$ cat src/verilog/kd_tree_pkg.sv
package kd_tree_pkg;

	localparam int dim_size    = 8;
	localparam int dim         = 3;
	localparam int data_size   = dim * dim_size;
	localparam int axis_size   = 2;
	localparam int tree_levels = 3;
	localparam int node_count  = (1 << tree_levels) - 1;
	// node i reaches its parent over link i and link 0 is the top
	localparam int link_count  = 2 * node_count + 1;

	localparam int path_step        = 2;
	localparam int fill_full_bit    = 0;
	localparam int fill_dropped_bit = 1;

	// route codes for fill and read, equal to the read path step codes
	localparam logic [1:0] target_self  = 2'd0;
	localparam logic [1:0] target_left  = 2'd1;
	localparam logic [1:0] target_right = 2'd2;
	localparam logic [1:0] target_none  = 2'd3;

	typedef enum logic [4:0] {
		nop                      = 5'h00,
		center_fill              = 5'h01,
		configure_sort_axis      = 5'h02,
		receive_center           = 5'h03,
		receive_done             = 5'h04,
		center_fill_ack          = 5'h05,
		configure_sort_axis_done = 5'h07,
		sort_step                = 5'h09,
		read_center              = 5'h0b,
		center_value             = 5'h0c,
		center_valid             = 5'h0f,
		dne                      = 5'h10,
		expose_center            = 5'h12,
		sort_done                = 5'h15,
		rst_done                 = 5'h1e,
		rst                      = 5'h1f
	} node_cmd_t;

	typedef enum logic [2:0] {
		idle,
		forward,
		gather,
		scatter,
		reply
	} node_phase_t;

	// answer code that closes each request
	function automatic node_cmd_t reply_of(input node_cmd_t cmd);
		case (cmd)
			rst:                 reply_of = rst_done;
			center_fill:         reply_of = center_fill_ack;
			configure_sort_axis: reply_of = configure_sort_axis_done;
			read_center:         reply_of = center_value;
			sort_step:           reply_of = sort_done;
			expose_center:       reply_of = center_valid;
			receive_center:      reply_of = receive_done;
			default:             reply_of = nop;
		endcase
	endfunction

endpackage

$ cat src/verilog/center_order.sv
`timescale 1ns/10ps

module center_order (
	input  logic                              clk,
	input  logic                              rst_n,
	input  logic                              load_center,
	input  logic                              load_axis,
	input  logic                              clear,
	input  logic                              self_fill,
	input  logic [kd_tree_pkg::data_size-1:0] fill_word,
	input  logic [kd_tree_pkg::data_size-1:0] left_center,
	input  logic [kd_tree_pkg::data_size-1:0] right_center,
	output logic [kd_tree_pkg::data_size-1:0] center,
	output logic [kd_tree_pkg::axis_size-1:0] axis,
	output logic [kd_tree_pkg::data_size-1:0] new_left,
	output logic [kd_tree_pkg::data_size-1:0] new_self,
	output logic [kd_tree_pkg::data_size-1:0] new_right,
	output logic                              swapped
);
	import kd_tree_pkg::*;

	logic [axis_size-1:0] sel;
	logic [dim_size-1:0]  key_left;
	logic [dim_size-1:0]  key_self;
	logic [dim_size-1:0]  key_right;
	logic                 sort_swap;

	// axis 3 has no coordinate and falls back to axis 0
	assign sel       = (axis < dim) ? axis : '0;
	assign key_left  = left_center[sel*dim_size +: dim_size];
	assign key_self  = center[sel*dim_size +: dim_size];
	assign key_right = right_center[sel*dim_size +: dim_size];

	// stable three-way order, ties keep left, self, right
	always_comb begin
		new_left  = left_center;
		new_self  = center;
		new_right = right_center;
		sort_swap = 1'b0;
		if (key_left <= key_self) begin
			if (key_right < key_self) begin
				sort_swap = 1'b1;
				new_right = center;
				if (key_left <= key_right) begin
					new_self = right_center;
				end else begin
					new_left = right_center;
					new_self = left_center;
				end
			end
		end else begin
			sort_swap = 1'b1;
			if (key_left <= key_right) begin
				new_left = center;
				new_self = left_center;
			end else if (key_self <= key_right) begin
				new_left  = center;
				new_self  = right_center;
				new_right = left_center;
			end else begin
				new_left  = right_center;
				new_right = left_center;
			end
		end
	end

	always_ff @(posedge clk or negedge rst_n) begin
		if (!rst_n) begin
			axis    <= '0;
			swapped <= 1'b0;
		end else if (clear) begin
			axis    <= '0;
			swapped <= 1'b0;
		end else begin
			if (load_axis)
				axis <= fill_word[axis_size-1:0];
			if (load_center && !self_fill)
				swapped <= sort_swap;
		end
	end

	always_ff @(posedge clk) begin
		if (clear)
			center <= '0;
		else if (load_center)
			center <= self_fill ? fill_word : new_self;
	end

endmodule

$ cat src/verilog/link_driver.sv
`timescale 1ns/10ps

module link_driver (
	input  logic                              clk,
	input  logic                              rst_n,
	input  kd_tree_pkg::node_phase_t          phase,
	input  kd_tree_pkg::node_cmd_t            active_cmd,
	input  logic                              req_left,
	input  logic                              req_right,
	input  logic                              left_full,
	input  logic                              right_full,
	input  logic                              self_full,
	input  logic [1:0]                        fill_target,
	input  logic [kd_tree_pkg::data_size-1:0] center,
	input  logic [kd_tree_pkg::axis_size-1:0] axis,
	input  logic [kd_tree_pkg::data_size-1:0] new_left,
	input  logic [kd_tree_pkg::data_size-1:0] new_right,
	input  logic [kd_tree_pkg::data_size-1:0] data_from_top,
	input  logic [kd_tree_pkg::data_size-1:0] child_value,
	input  logic                              left_swap,
	input  logic                              right_swap,
	input  logic                              swapped,
	output kd_tree_pkg::node_cmd_t            command_to_top,
	output kd_tree_pkg::node_cmd_t            command_to_left,
	output kd_tree_pkg::node_cmd_t            command_to_right,
	output logic [kd_tree_pkg::data_size-1:0] data_to_top,
	output logic [kd_tree_pkg::data_size-1:0] data_to_left,
	output logic [kd_tree_pkg::data_size-1:0] data_to_right
);
	import kd_tree_pkg::*;

	node_cmd_t            req_cmd;
	node_cmd_t            top_cmd;
	logic [data_size-1:0] fwd_data;
	logic [data_size-1:0] top_data;

	// request and data sent down in the current phase
	always_comb begin
		req_cmd  = nop;
		fwd_data = '0;
		case (phase)
			forward: begin
				req_cmd = active_cmd;
				case (active_cmd)
					center_fill:         fwd_data = data_from_top;
					configure_sort_axis: fwd_data = data_size'(axis);
					read_center:         fwd_data = data_from_top >> path_step;
					default:             fwd_data = '0;
				endcase
			end
			gather:  req_cmd = expose_center;
			scatter: req_cmd = receive_center;
			default: req_cmd = nop;
		endcase
	end

	always_comb begin
		top_cmd  = nop;
		top_data = '0;
		if (phase == reply) begin
			top_cmd = reply_of(active_cmd);
			case (active_cmd)
				center_fill: begin
					top_data[fill_full_bit]    = left_full && right_full && self_full;
					top_data[fill_dropped_bit] = (fill_target == target_none);
				end
				read_center:   top_data = (fill_target == target_self) ? center : child_value;
				expose_center: top_data = center;
				sort_step:     top_data[0] = left_swap || right_swap || swapped;
				default:       top_data = '0;
			endcase
		end
	end

	always_ff @(posedge clk or negedge rst_n) begin
		if (!rst_n) begin
			command_to_top   <= nop;
			command_to_left  <= nop;
			command_to_right <= nop;
			data_to_top      <= '0;
			data_to_left     <= '0;
			data_to_right    <= '0;
		end else begin
			command_to_top   <= top_cmd;
			data_to_top      <= top_data;
			command_to_left  <= req_left ? req_cmd : nop;
			command_to_right <= req_right ? req_cmd : nop;
			if (!req_left)
				data_to_left <= '0;
			else
				data_to_left <= (phase == scatter) ? new_left : fwd_data;
			if (!req_right)
				data_to_right <= '0;
			else
				data_to_right <= (phase == scatter) ? new_right : fwd_data;
		end
	end

endmodule

$ cat src/verilog/node_sequencer.sv
`timescale 1ns/10ps

module node_sequencer (
	input  logic                              clk,
	input  logic                              rst_n,
	input  kd_tree_pkg::node_cmd_t            command_from_top,
	input  kd_tree_pkg::node_cmd_t            command_from_left,
	input  kd_tree_pkg::node_cmd_t            command_from_right,
	input  logic [kd_tree_pkg::data_size-1:0] data_from_top,
	input  logic [kd_tree_pkg::data_size-1:0] data_from_left,
	input  logic [kd_tree_pkg::data_size-1:0] data_from_right,
	output kd_tree_pkg::node_phase_t          phase,
	output kd_tree_pkg::node_cmd_t            active_cmd,
	output logic [1:0]                        fill_target,
	output logic                              left_full,
	output logic                              right_full,
	output logic                              self_full,
	output logic                              load_center,
	output logic                              load_axis,
	output logic                              capture_children,
	output logic                              clear,
	output logic                              req_left,
	output logic                              req_right
);
	import kd_tree_pkg::*;

	logic                 left_dne;
	logic                 right_dne;
	logic                 left_full_q;
	logic                 right_full_q;
	logic                 wait_left;
	logic                 wait_right;
	logic                 accept;
	logic                 children_quiet;
	logic                 send_left;
	logic                 send_right;
	logic [1:0]           fill_pick;
	logic [1:0]           read_pick;
	logic [1:0]           pick;
	logic [path_step-1:0] step;
	node_cmd_t            expected;

	assign left_dne   = (command_from_left == dne);
	assign right_dne  = (command_from_right == dne);
	assign left_full  = left_dne || left_full_q;
	assign right_full = right_dne || right_full_q;
	assign step       = data_from_top[path_step-1:0];

	// post-order fill: left subtree, right subtree, then this node
	always_comb begin
		if (!left_full)
			fill_pick = target_left;
		else if (!right_full)
			fill_pick = target_right;
		else if (!self_full)
			fill_pick = target_self;
		else
			fill_pick = target_none;
	end

	// a step towards a missing child ends here
	always_comb begin
		if (step == target_left && !left_dne)
			read_pick = target_left;
		else if (step == target_right && !right_dne)
			read_pick = target_right;
		else
			read_pick = target_self;
	end

	always_comb begin
		accept     = 1'b0;
		pick       = target_self;
		send_left  = 1'b0;
		send_right = 1'b0;
		if (phase == idle) begin
			case (command_from_top)
				rst, configure_sort_axis, sort_step: begin
					accept     = 1'b1;
					send_left  = !left_dne;
					send_right = !right_dne;
				end
				center_fill, read_center: begin
					accept     = 1'b1;
					pick       = (command_from_top == center_fill) ? fill_pick : read_pick;
					send_left  = (pick == target_left);
					send_right = (pick == target_right);
				end
				expose_center, receive_center: accept = 1'b1;
				default: accept = 1'b0;
			endcase
		end
	end

	always_comb begin
		case (phase)
			gather:  expected = center_valid;
			scatter: expected = receive_done;
			default: expected = reply_of(active_cmd);
		endcase
	end

	// every request answered and every child back at nop
	assign children_quiet = !wait_left && !wait_right &&
		(command_from_left == nop || left_dne) && (command_from_right == nop || right_dne);

	assign clear            = accept && (command_from_top == rst);
	assign load_axis        = accept && (command_from_top == configure_sort_axis);
	assign load_center      = (accept && command_from_top == receive_center) ||
		(accept && command_from_top == center_fill && fill_pick == target_self) ||
		(phase == scatter && children_quiet);
	assign capture_children = (phase == forward) || (phase == gather);
	assign req_left         = wait_left;
	assign req_right        = wait_right;

	always_ff @(posedge clk or negedge rst_n) begin
		if (!rst_n) begin
			phase        <= idle;
			active_cmd   <= nop;
			fill_target  <= target_self;
			left_full_q  <= 1'b0;
			right_full_q <= 1'b0;
			self_full    <= 1'b0;
			wait_left    <= 1'b0;
			wait_right   <= 1'b0;
		end else begin
			case (phase)
				idle: if (accept) begin
					phase       <= forward;
					active_cmd  <= command_from_top;
					fill_target <= pick;
					wait_left   <= send_left;
					wait_right  <= send_right;
					if (command_from_top == rst) begin
						left_full_q  <= 1'b0;
						right_full_q <= 1'b0;
						self_full    <= 1'b0;
					end
					if (command_from_top == center_fill && fill_pick == target_self)
						self_full <= 1'b1;
				end
				forward, gather, scatter: begin
					if (wait_left && command_from_left == expected) begin
						wait_left <= 1'b0;
						if (active_cmd == center_fill)
							left_full_q <= data_from_left[fill_full_bit];
					end
					if (wait_right && command_from_right == expected) begin
						wait_right <= 1'b0;
						if (active_cmd == center_fill)
							right_full_q <= data_from_right[fill_full_bit];
					end
					if (children_quiet) begin
						if (phase == forward && active_cmd == sort_step && !left_dne) begin
							phase      <= gather;
							wait_left  <= 1'b1;
							wait_right <= !right_dne;
						end else if (phase == gather) begin
							phase      <= scatter;
							wait_left  <= 1'b1;
							wait_right <= !right_dne;
						end else begin
							phase <= reply;
						end
					end
				end
				reply: if (command_from_top == nop)
					phase <= idle;
				default: phase <= idle;
			endcase
		end
	end

endmodule

$ cat src/verilog/kd_node.sv
`timescale 1ns/10ps

module kd_node (
	input  logic                              clk,
	input  logic                              rst_n,
	input  kd_tree_pkg::node_cmd_t            command_from_top,
	input  logic [kd_tree_pkg::data_size-1:0] data_from_top,
	output kd_tree_pkg::node_cmd_t            command_to_top,
	output logic [kd_tree_pkg::data_size-1:0] data_to_top,
	input  kd_tree_pkg::node_cmd_t            command_from_left,
	input  logic [kd_tree_pkg::data_size-1:0] data_from_left,
	output kd_tree_pkg::node_cmd_t            command_to_left,
	output logic [kd_tree_pkg::data_size-1:0] data_to_left,
	input  kd_tree_pkg::node_cmd_t            command_from_right,
	input  logic [kd_tree_pkg::data_size-1:0] data_from_right,
	output kd_tree_pkg::node_cmd_t            command_to_right,
	output logic [kd_tree_pkg::data_size-1:0] data_to_right
);
	import kd_tree_pkg::*;

	node_phase_t          phase;
	node_cmd_t            active_cmd;
	logic [1:0]           fill_target;
	logic                 left_full;
	logic                 right_full;
	logic                 self_full;
	logic                 load_center;
	logic                 load_axis;
	logic                 capture_children;
	logic                 clear;
	logic                 req_left;
	logic                 req_right;
	logic                 self_fill;
	logic [data_size-1:0] center;
	logic [axis_size-1:0] axis;
	logic [data_size-1:0] new_left;
	logic [data_size-1:0] new_right;
	logic                 swapped;
	logic [data_size-1:0] left_center;
	logic [data_size-1:0] right_center;
	logic [data_size-1:0] child_value;
	logic                 left_swap;
	logic                 right_swap;

	// only the end of a sort step stores the ordered center
	assign self_fill   = (phase != scatter);
	assign child_value = (fill_target == target_right) ? right_center : left_center;

	always_ff @(posedge clk) begin
		if (capture_children &&
			(command_from_left == center_valid || command_from_left == center_value))
			left_center <= data_from_left;
		if (capture_children &&
			(command_from_right == center_valid || command_from_right == center_value))
			right_center <= data_from_right;
	end

	always_ff @(posedge clk or negedge rst_n) begin
		if (!rst_n) begin
			left_swap  <= 1'b0;
			right_swap <= 1'b0;
		end else if (capture_children) begin
			if (command_from_left == sort_done)
				left_swap <= data_from_left[0];
			if (command_from_right == sort_done)
				right_swap <= data_from_right[0];
		end
	end

	node_sequencer node_sequencer_inst (.*);

	center_order center_order_inst (.*, .fill_word(data_from_top), .new_self());

	link_driver link_driver_inst (.*);

endmodule

$ cat src/verilog/kd_tree_top.sv
`timescale 1ns/10ps

module kd_tree_top (
	input  logic                              clk,
	input  logic                              rst_n,
	input  kd_tree_pkg::node_cmd_t            command_from_top,
	input  logic [kd_tree_pkg::data_size-1:0] data_from_top,
	output kd_tree_pkg::node_cmd_t            command_to_top,
	output logic [kd_tree_pkg::data_size-1:0] data_to_top
);
	import kd_tree_pkg::*;

	// down runs from parent to child and up from child to parent
	node_cmd_t            cmd_down [link_count];
	logic [data_size-1:0] data_down [link_count];
	node_cmd_t            cmd_up [link_count];
	logic [data_size-1:0] data_up [link_count];

	assign cmd_down[0]    = command_from_top;
	assign data_down[0]   = data_from_top;
	assign command_to_top = cmd_up[0];
	assign data_to_top    = data_up[0];

	// heap order puts the children of node i on links 2i+1 and 2i+2
	for (genvar i = 0; i < node_count; i++) begin : g_node
		kd_node kd_node_inst (
			.clk               (clk),
			.rst_n             (rst_n),
			.command_from_top  (cmd_down[i]),
			.data_from_top     (data_down[i]),
			.command_to_top    (cmd_up[i]),
			.data_to_top       (data_up[i]),
			.command_from_left (cmd_up[2*i+1]),
			.data_from_left    (data_up[2*i+1]),
			.command_to_left   (cmd_down[2*i+1]),
			.data_to_left      (data_down[2*i+1]),
			.command_from_right(cmd_up[2*i+2]),
			.data_from_right   (data_up[2*i+2]),
			.command_to_right  (cmd_down[2*i+2]),
			.data_to_right     (data_down[2*i+2])
		);
	end

	// links below the leaves have no node behind them
	for (genvar j = node_count; j < link_count; j++) begin : g_stub
		assign cmd_up[j]  = dne;
		assign data_up[j] = '0;
	end

endmodule

$ cat config.mk
export PLATFORM = sky130hd
export DESIGN_NAME = kd_tree_top
export DESIGN_NICKNAME = d
export VERILOG_FILES = /design/src/verilog/kd_tree_pkg.sv /design/src/verilog/center_order.sv /design/src/verilog/link_driver.sv /design/src/verilog/node_sequencer.sv /design/src/verilog/kd_node.sv /design/src/verilog/kd_tree_top.sv
export SDC_FILE = /design/constraint.sdc
export NUM_CORES = 2
export LEC_CHECK = 0
export ABC_CLOCK_PERIOD_IN_PS = 6100
export BUFFER_PORTS_ARGS = -buffer_cell sky130_fd_sc_hd__buf_2
export CAP_MARGIN = 10
export CORE_AREA = 4 4 432 434
export CTS_BUF_LIST = sky130_fd_sc_hd__clkbuf_2
export CTS_CLUSTER_DIAMETER = 50
export CTS_CLUSTER_SIZE = 40
export DETAILED_ROUTE_END_ITERATION = 16
export DIE_AREA = 0 0 436 438
export PLACE_DENSITY_LB_ADDON = 0.08
export SYNTH_ARGS = -nofsm -noshare
export SYNTH_HDL_FRONTEND = slang
export SYNTH_HIERARCHICAL = 1
export SYNTH_SLANG_ARGS = --single-unit
export TNS_END_PERCENT = 100
$ cat constraint.sdc
create_clock -name clk -period 6.1 [get_ports clk]
set_clock_uncertainty 0.2 [all_clocks]
set_input_delay 1.22 -clock clk [delete_from_list [all_inputs] [get_ports clk]]
set_output_delay 1.22 -clock clk [all_outputs]
set_load 0.01 [all_outputs]
==> summary.md <==
| Metric | Value |
|---|---|
| Starting DRC count in detailed routing | `5775` |
| Area of the die | `191000 sq um` |
| CTS tree | `done` |
| Die height | `between 400 and 500 um` |
| Sw Ratio | `roughly 43%` |
| DR vias/cell | `6.012` |
| Unrepaired setup endpoints after global routing | `no` |
| Cells after Synth | `7184` |
| # DRC | `0` |
| Site Rows | `157` |
| Final net count | `7686` |
| Most used cell, CP | `buf_4` |
| Cell Chain, Critical Path | `nand2b_1 -> nand2_1 -> o21ai_0 -> inv_1 -> ha_1 -> nand4_1 -> nor2_4 -> a211oi_4 -> buf_4 -> nor4b_4 -> buf_4 -> a21oi_1 -> o221ai_1` |
| Final setup viols | `0` |
| First-pass GRT wire length | `395.7 mm` |
| CTS root buf | `clkbuf_2` |
| Pwr Total | `19.63 mW` |
| # fillers | `between 15000 and 20000` |
| Worst-Margin Slew | `around 1300 ps` |
| Layout area overhead | `9.559%` |
| Synth warnings | `6` |
| Startpoint types | `flip-flop` |
| PwrDens | `266.2 nW/um^2` |
| Clock power share | `approximately 26%` |
| Final wirelength | `268.5 mm` |
| Met3 usage | `3.683%` |
| Pint | `between 10 and 15 mW` |
| Num CTS Buffers | `154` |
| Total clock sinks | `1021` |
| Slew Limit Fails | `0` |
| Max_cap viols | `0` |
| Worst EP arrival | `~6400 ps` |
| Dpl cell area | `slightly above 70000 sq um` |
| Die span in x | `between 400 and 500 um` |
| Crit-path slowest cell | `nor4b_4` |
| Multi-input logic area | `just under 40000 sq um` |
| Sequential Power Share | `39.5%` |
| Wire per inst | `between 20 and 30 um` |
| VDD IR max | `0.0005647 V` |
| Synth Area per Inst | `about 9.4 sq um` |
| Mapped cell area | `~67000 sq um` |
| DRT Pass-1 Iters | `7` |
| Total gr overflow | `0` |
| Proportion of layout cells with a drive suffix above 1 | `roughly 15%` |
| WP data required | `7490 ps` |
| Outcome | `finished clean` |
| I/O pin cnt | `60` |
| Initial antenna violation count | `11` |
| Met1 Usage GRT | `~36%` |
| Gp weighted congestion | `0.9437` |
| Antenna-violating nets left | `0` |
| Core area | `182700 sq um` |
| Hold WS | `slightly above 90 ps` |
| Via count | `roughly 60000` |
| CTS H-tree depth | `4` |
| CP Class | `reg -> reg` |
| IO Port Bufs | `a little under 60` |
| Worst Hold Class | `reg -> reg` |
| Final hold violations | `0` |
| Fmax | `between 0.2 and 0.25 GHz` |
| Post-CTS Repair Setup Buffers | `0` |
| Storage cell area | `about 26000 sq um` |
| Final Instance Area | `approximately 74000 sq um` |
| Lkg Pwr | `roughly 28 nW` |
| Post-DP HPWL | `188.9 mm` |
| Setup TNS | `0 ps` |
| Switch Pwr | `about 8.5 mW` |
| Critical Path Sink Type | `flip-flop` |
| GR Util met2 | `44.69%` |
| Vias in the first global route | `57810` |
| Slowest Stage Delay on Critical Path | `between 900 and 1000 ps` |
| Worst-Skew Late Latency | `roughly 1800 ps` |
| Top Usage Layer GRT | `met2` |
| Reg clk slew, reported paths | `about 310 ps` |
| Initial Util | `36.85%` |
| Gr usage total | `a little over a quarter` |
| Worst-case clock buffer depth | `3` |
| Pin count of the biggest net entering global routing | `about 110` |
| Worst Path Max Fanout | `25` |
| Tcrit/Tclk final | `81.36%` |
| Tmin final | `a little under 5000 ps` |
| Slew Limit Headroom | `between 10% and 20%` |
| Comb pwr share | `between 30% and 40%` |
==> state kept, by name, summed over array words and instances (netlist names), 15 cells and up <==
| signal | count |
|---|---|
| g_node.kd_node_inst/center_order_inst/center | 168 |
| g_node.kd_node_inst/link_driver_inst/command_to_right | 15 |
| g_node.kd_node_inst/node_sequencer_inst/phase | 21 |
| g_node.kd_node_inst/link_driver_inst/data_to_right | 72 |
| g_node.kd_node_inst/node_sequencer_inst/active_cmd | 35 |
| g_node.kd_node_inst/link_driver_inst/data_to_left | 72 |
| g_node.kd_node_inst/link_driver_inst/data_to_top | 168 |
| g_node.kd_node_inst/left_center | 168 |
| g_node.kd_node_inst/right_center | 168 |
| g_node.kd_node_inst/link_driver_inst/command_to_left | 15 |
| g_node.kd_node_inst/link_driver_inst/command_to_top | 35 |
==> power groups by stage <==
stage / Clock, mW / Sequential (mW) / Combinational (mW)
after floorplan: 0 / 7.58 / 5.11
after global placement: 0 / 7.87 / 6.62
after detailed placement: 0 / 7.87 / 6.64
after CTS: 5.26 / 7.73 / 6.73
after global routing: 5.54 / 7.77 / 7.38
final: 5.02 / 7.75 / 6.87
==> what timing repair did <==
action                    CTS  global route
resized for setup           0             0
hold buffers               66             0
hold endpoints to repair  604             0
==> critical path: cells and delay by family, from the launching register on <==
kind	cells	cell delay, ps
simple gates	5	2140
compound gates	4	780
flops	1	720
fa+ha+maj	1	320
buf+inv	3	710
==> final cells by class <==
type                    instances  area share [%]
diodes                          7         0.02375
repair buffers                319           3.427
flip-flops and latches       1021           35.79
multi-input cells            5686           52.08
clock inverters               124           1.956
clock buffers                 165           1.120
inverters                     305           1.552
well taps                    2385           4.046
==> layout by cell type (no fill, tap or decap), types with 236 or more instances in the layout <==
cell,n
inv_1,303
nor2_1,404
edfxtp_1,336
dfrtp_1,510
conb_1,429
o21ai_0,236
a21oi_1,514
nor3_1,376
nand2_1,547
a22o_1,314
==> metal layers <==
layer	routed length [um]	share of wire [%]
met5	44	0.016
met1	113400	42
met4	13090	4.9
met2	126000	47
met3	16000	6.0
==> through the flow <==
stage / instances / setup WS [ps] / utilization (%)
final: 10010 / 1137 / 40.37
after global routing: 10010 / 878.3 / 40.37
after CTS: 10010 / 1192 / 40.36
after detailed placement: 9650 / 1178 / 38.75
after global placement: 9650 / 1238 / 38.75
after floorplan: 7611 / 1836 / -
==> worst paths after layout <==
| path | end | slack (ps) | depth (start not counted) | from |
|---|---|---|---|---|
| worst max-delay path | flip-flop | 1140 | 13 | g_node[3].kd_node_inst/center_order_inst/axis[0] |
| worst min-delay path | g_node[1].kd_node_inst/right_center[5] | 90 | 0 | flip-flop |
| worst max register to register | flip-flop | 1140 | 13 | g_node[3].kd_node_inst/center_order_inst/axis[0] |
| worst min register to register | g_node[1].kd_node_inst/right_center[5] | 90 | 0 | flip-flop |
| max in group asynchronous | g_node[0].kd_node_inst/center_order_inst/axis[0] | 4380 | 4 | rst_n |
| min in group asynchronous | async pin | 440 | 4 | rst_n |
(Power assumes the default switching activity.)
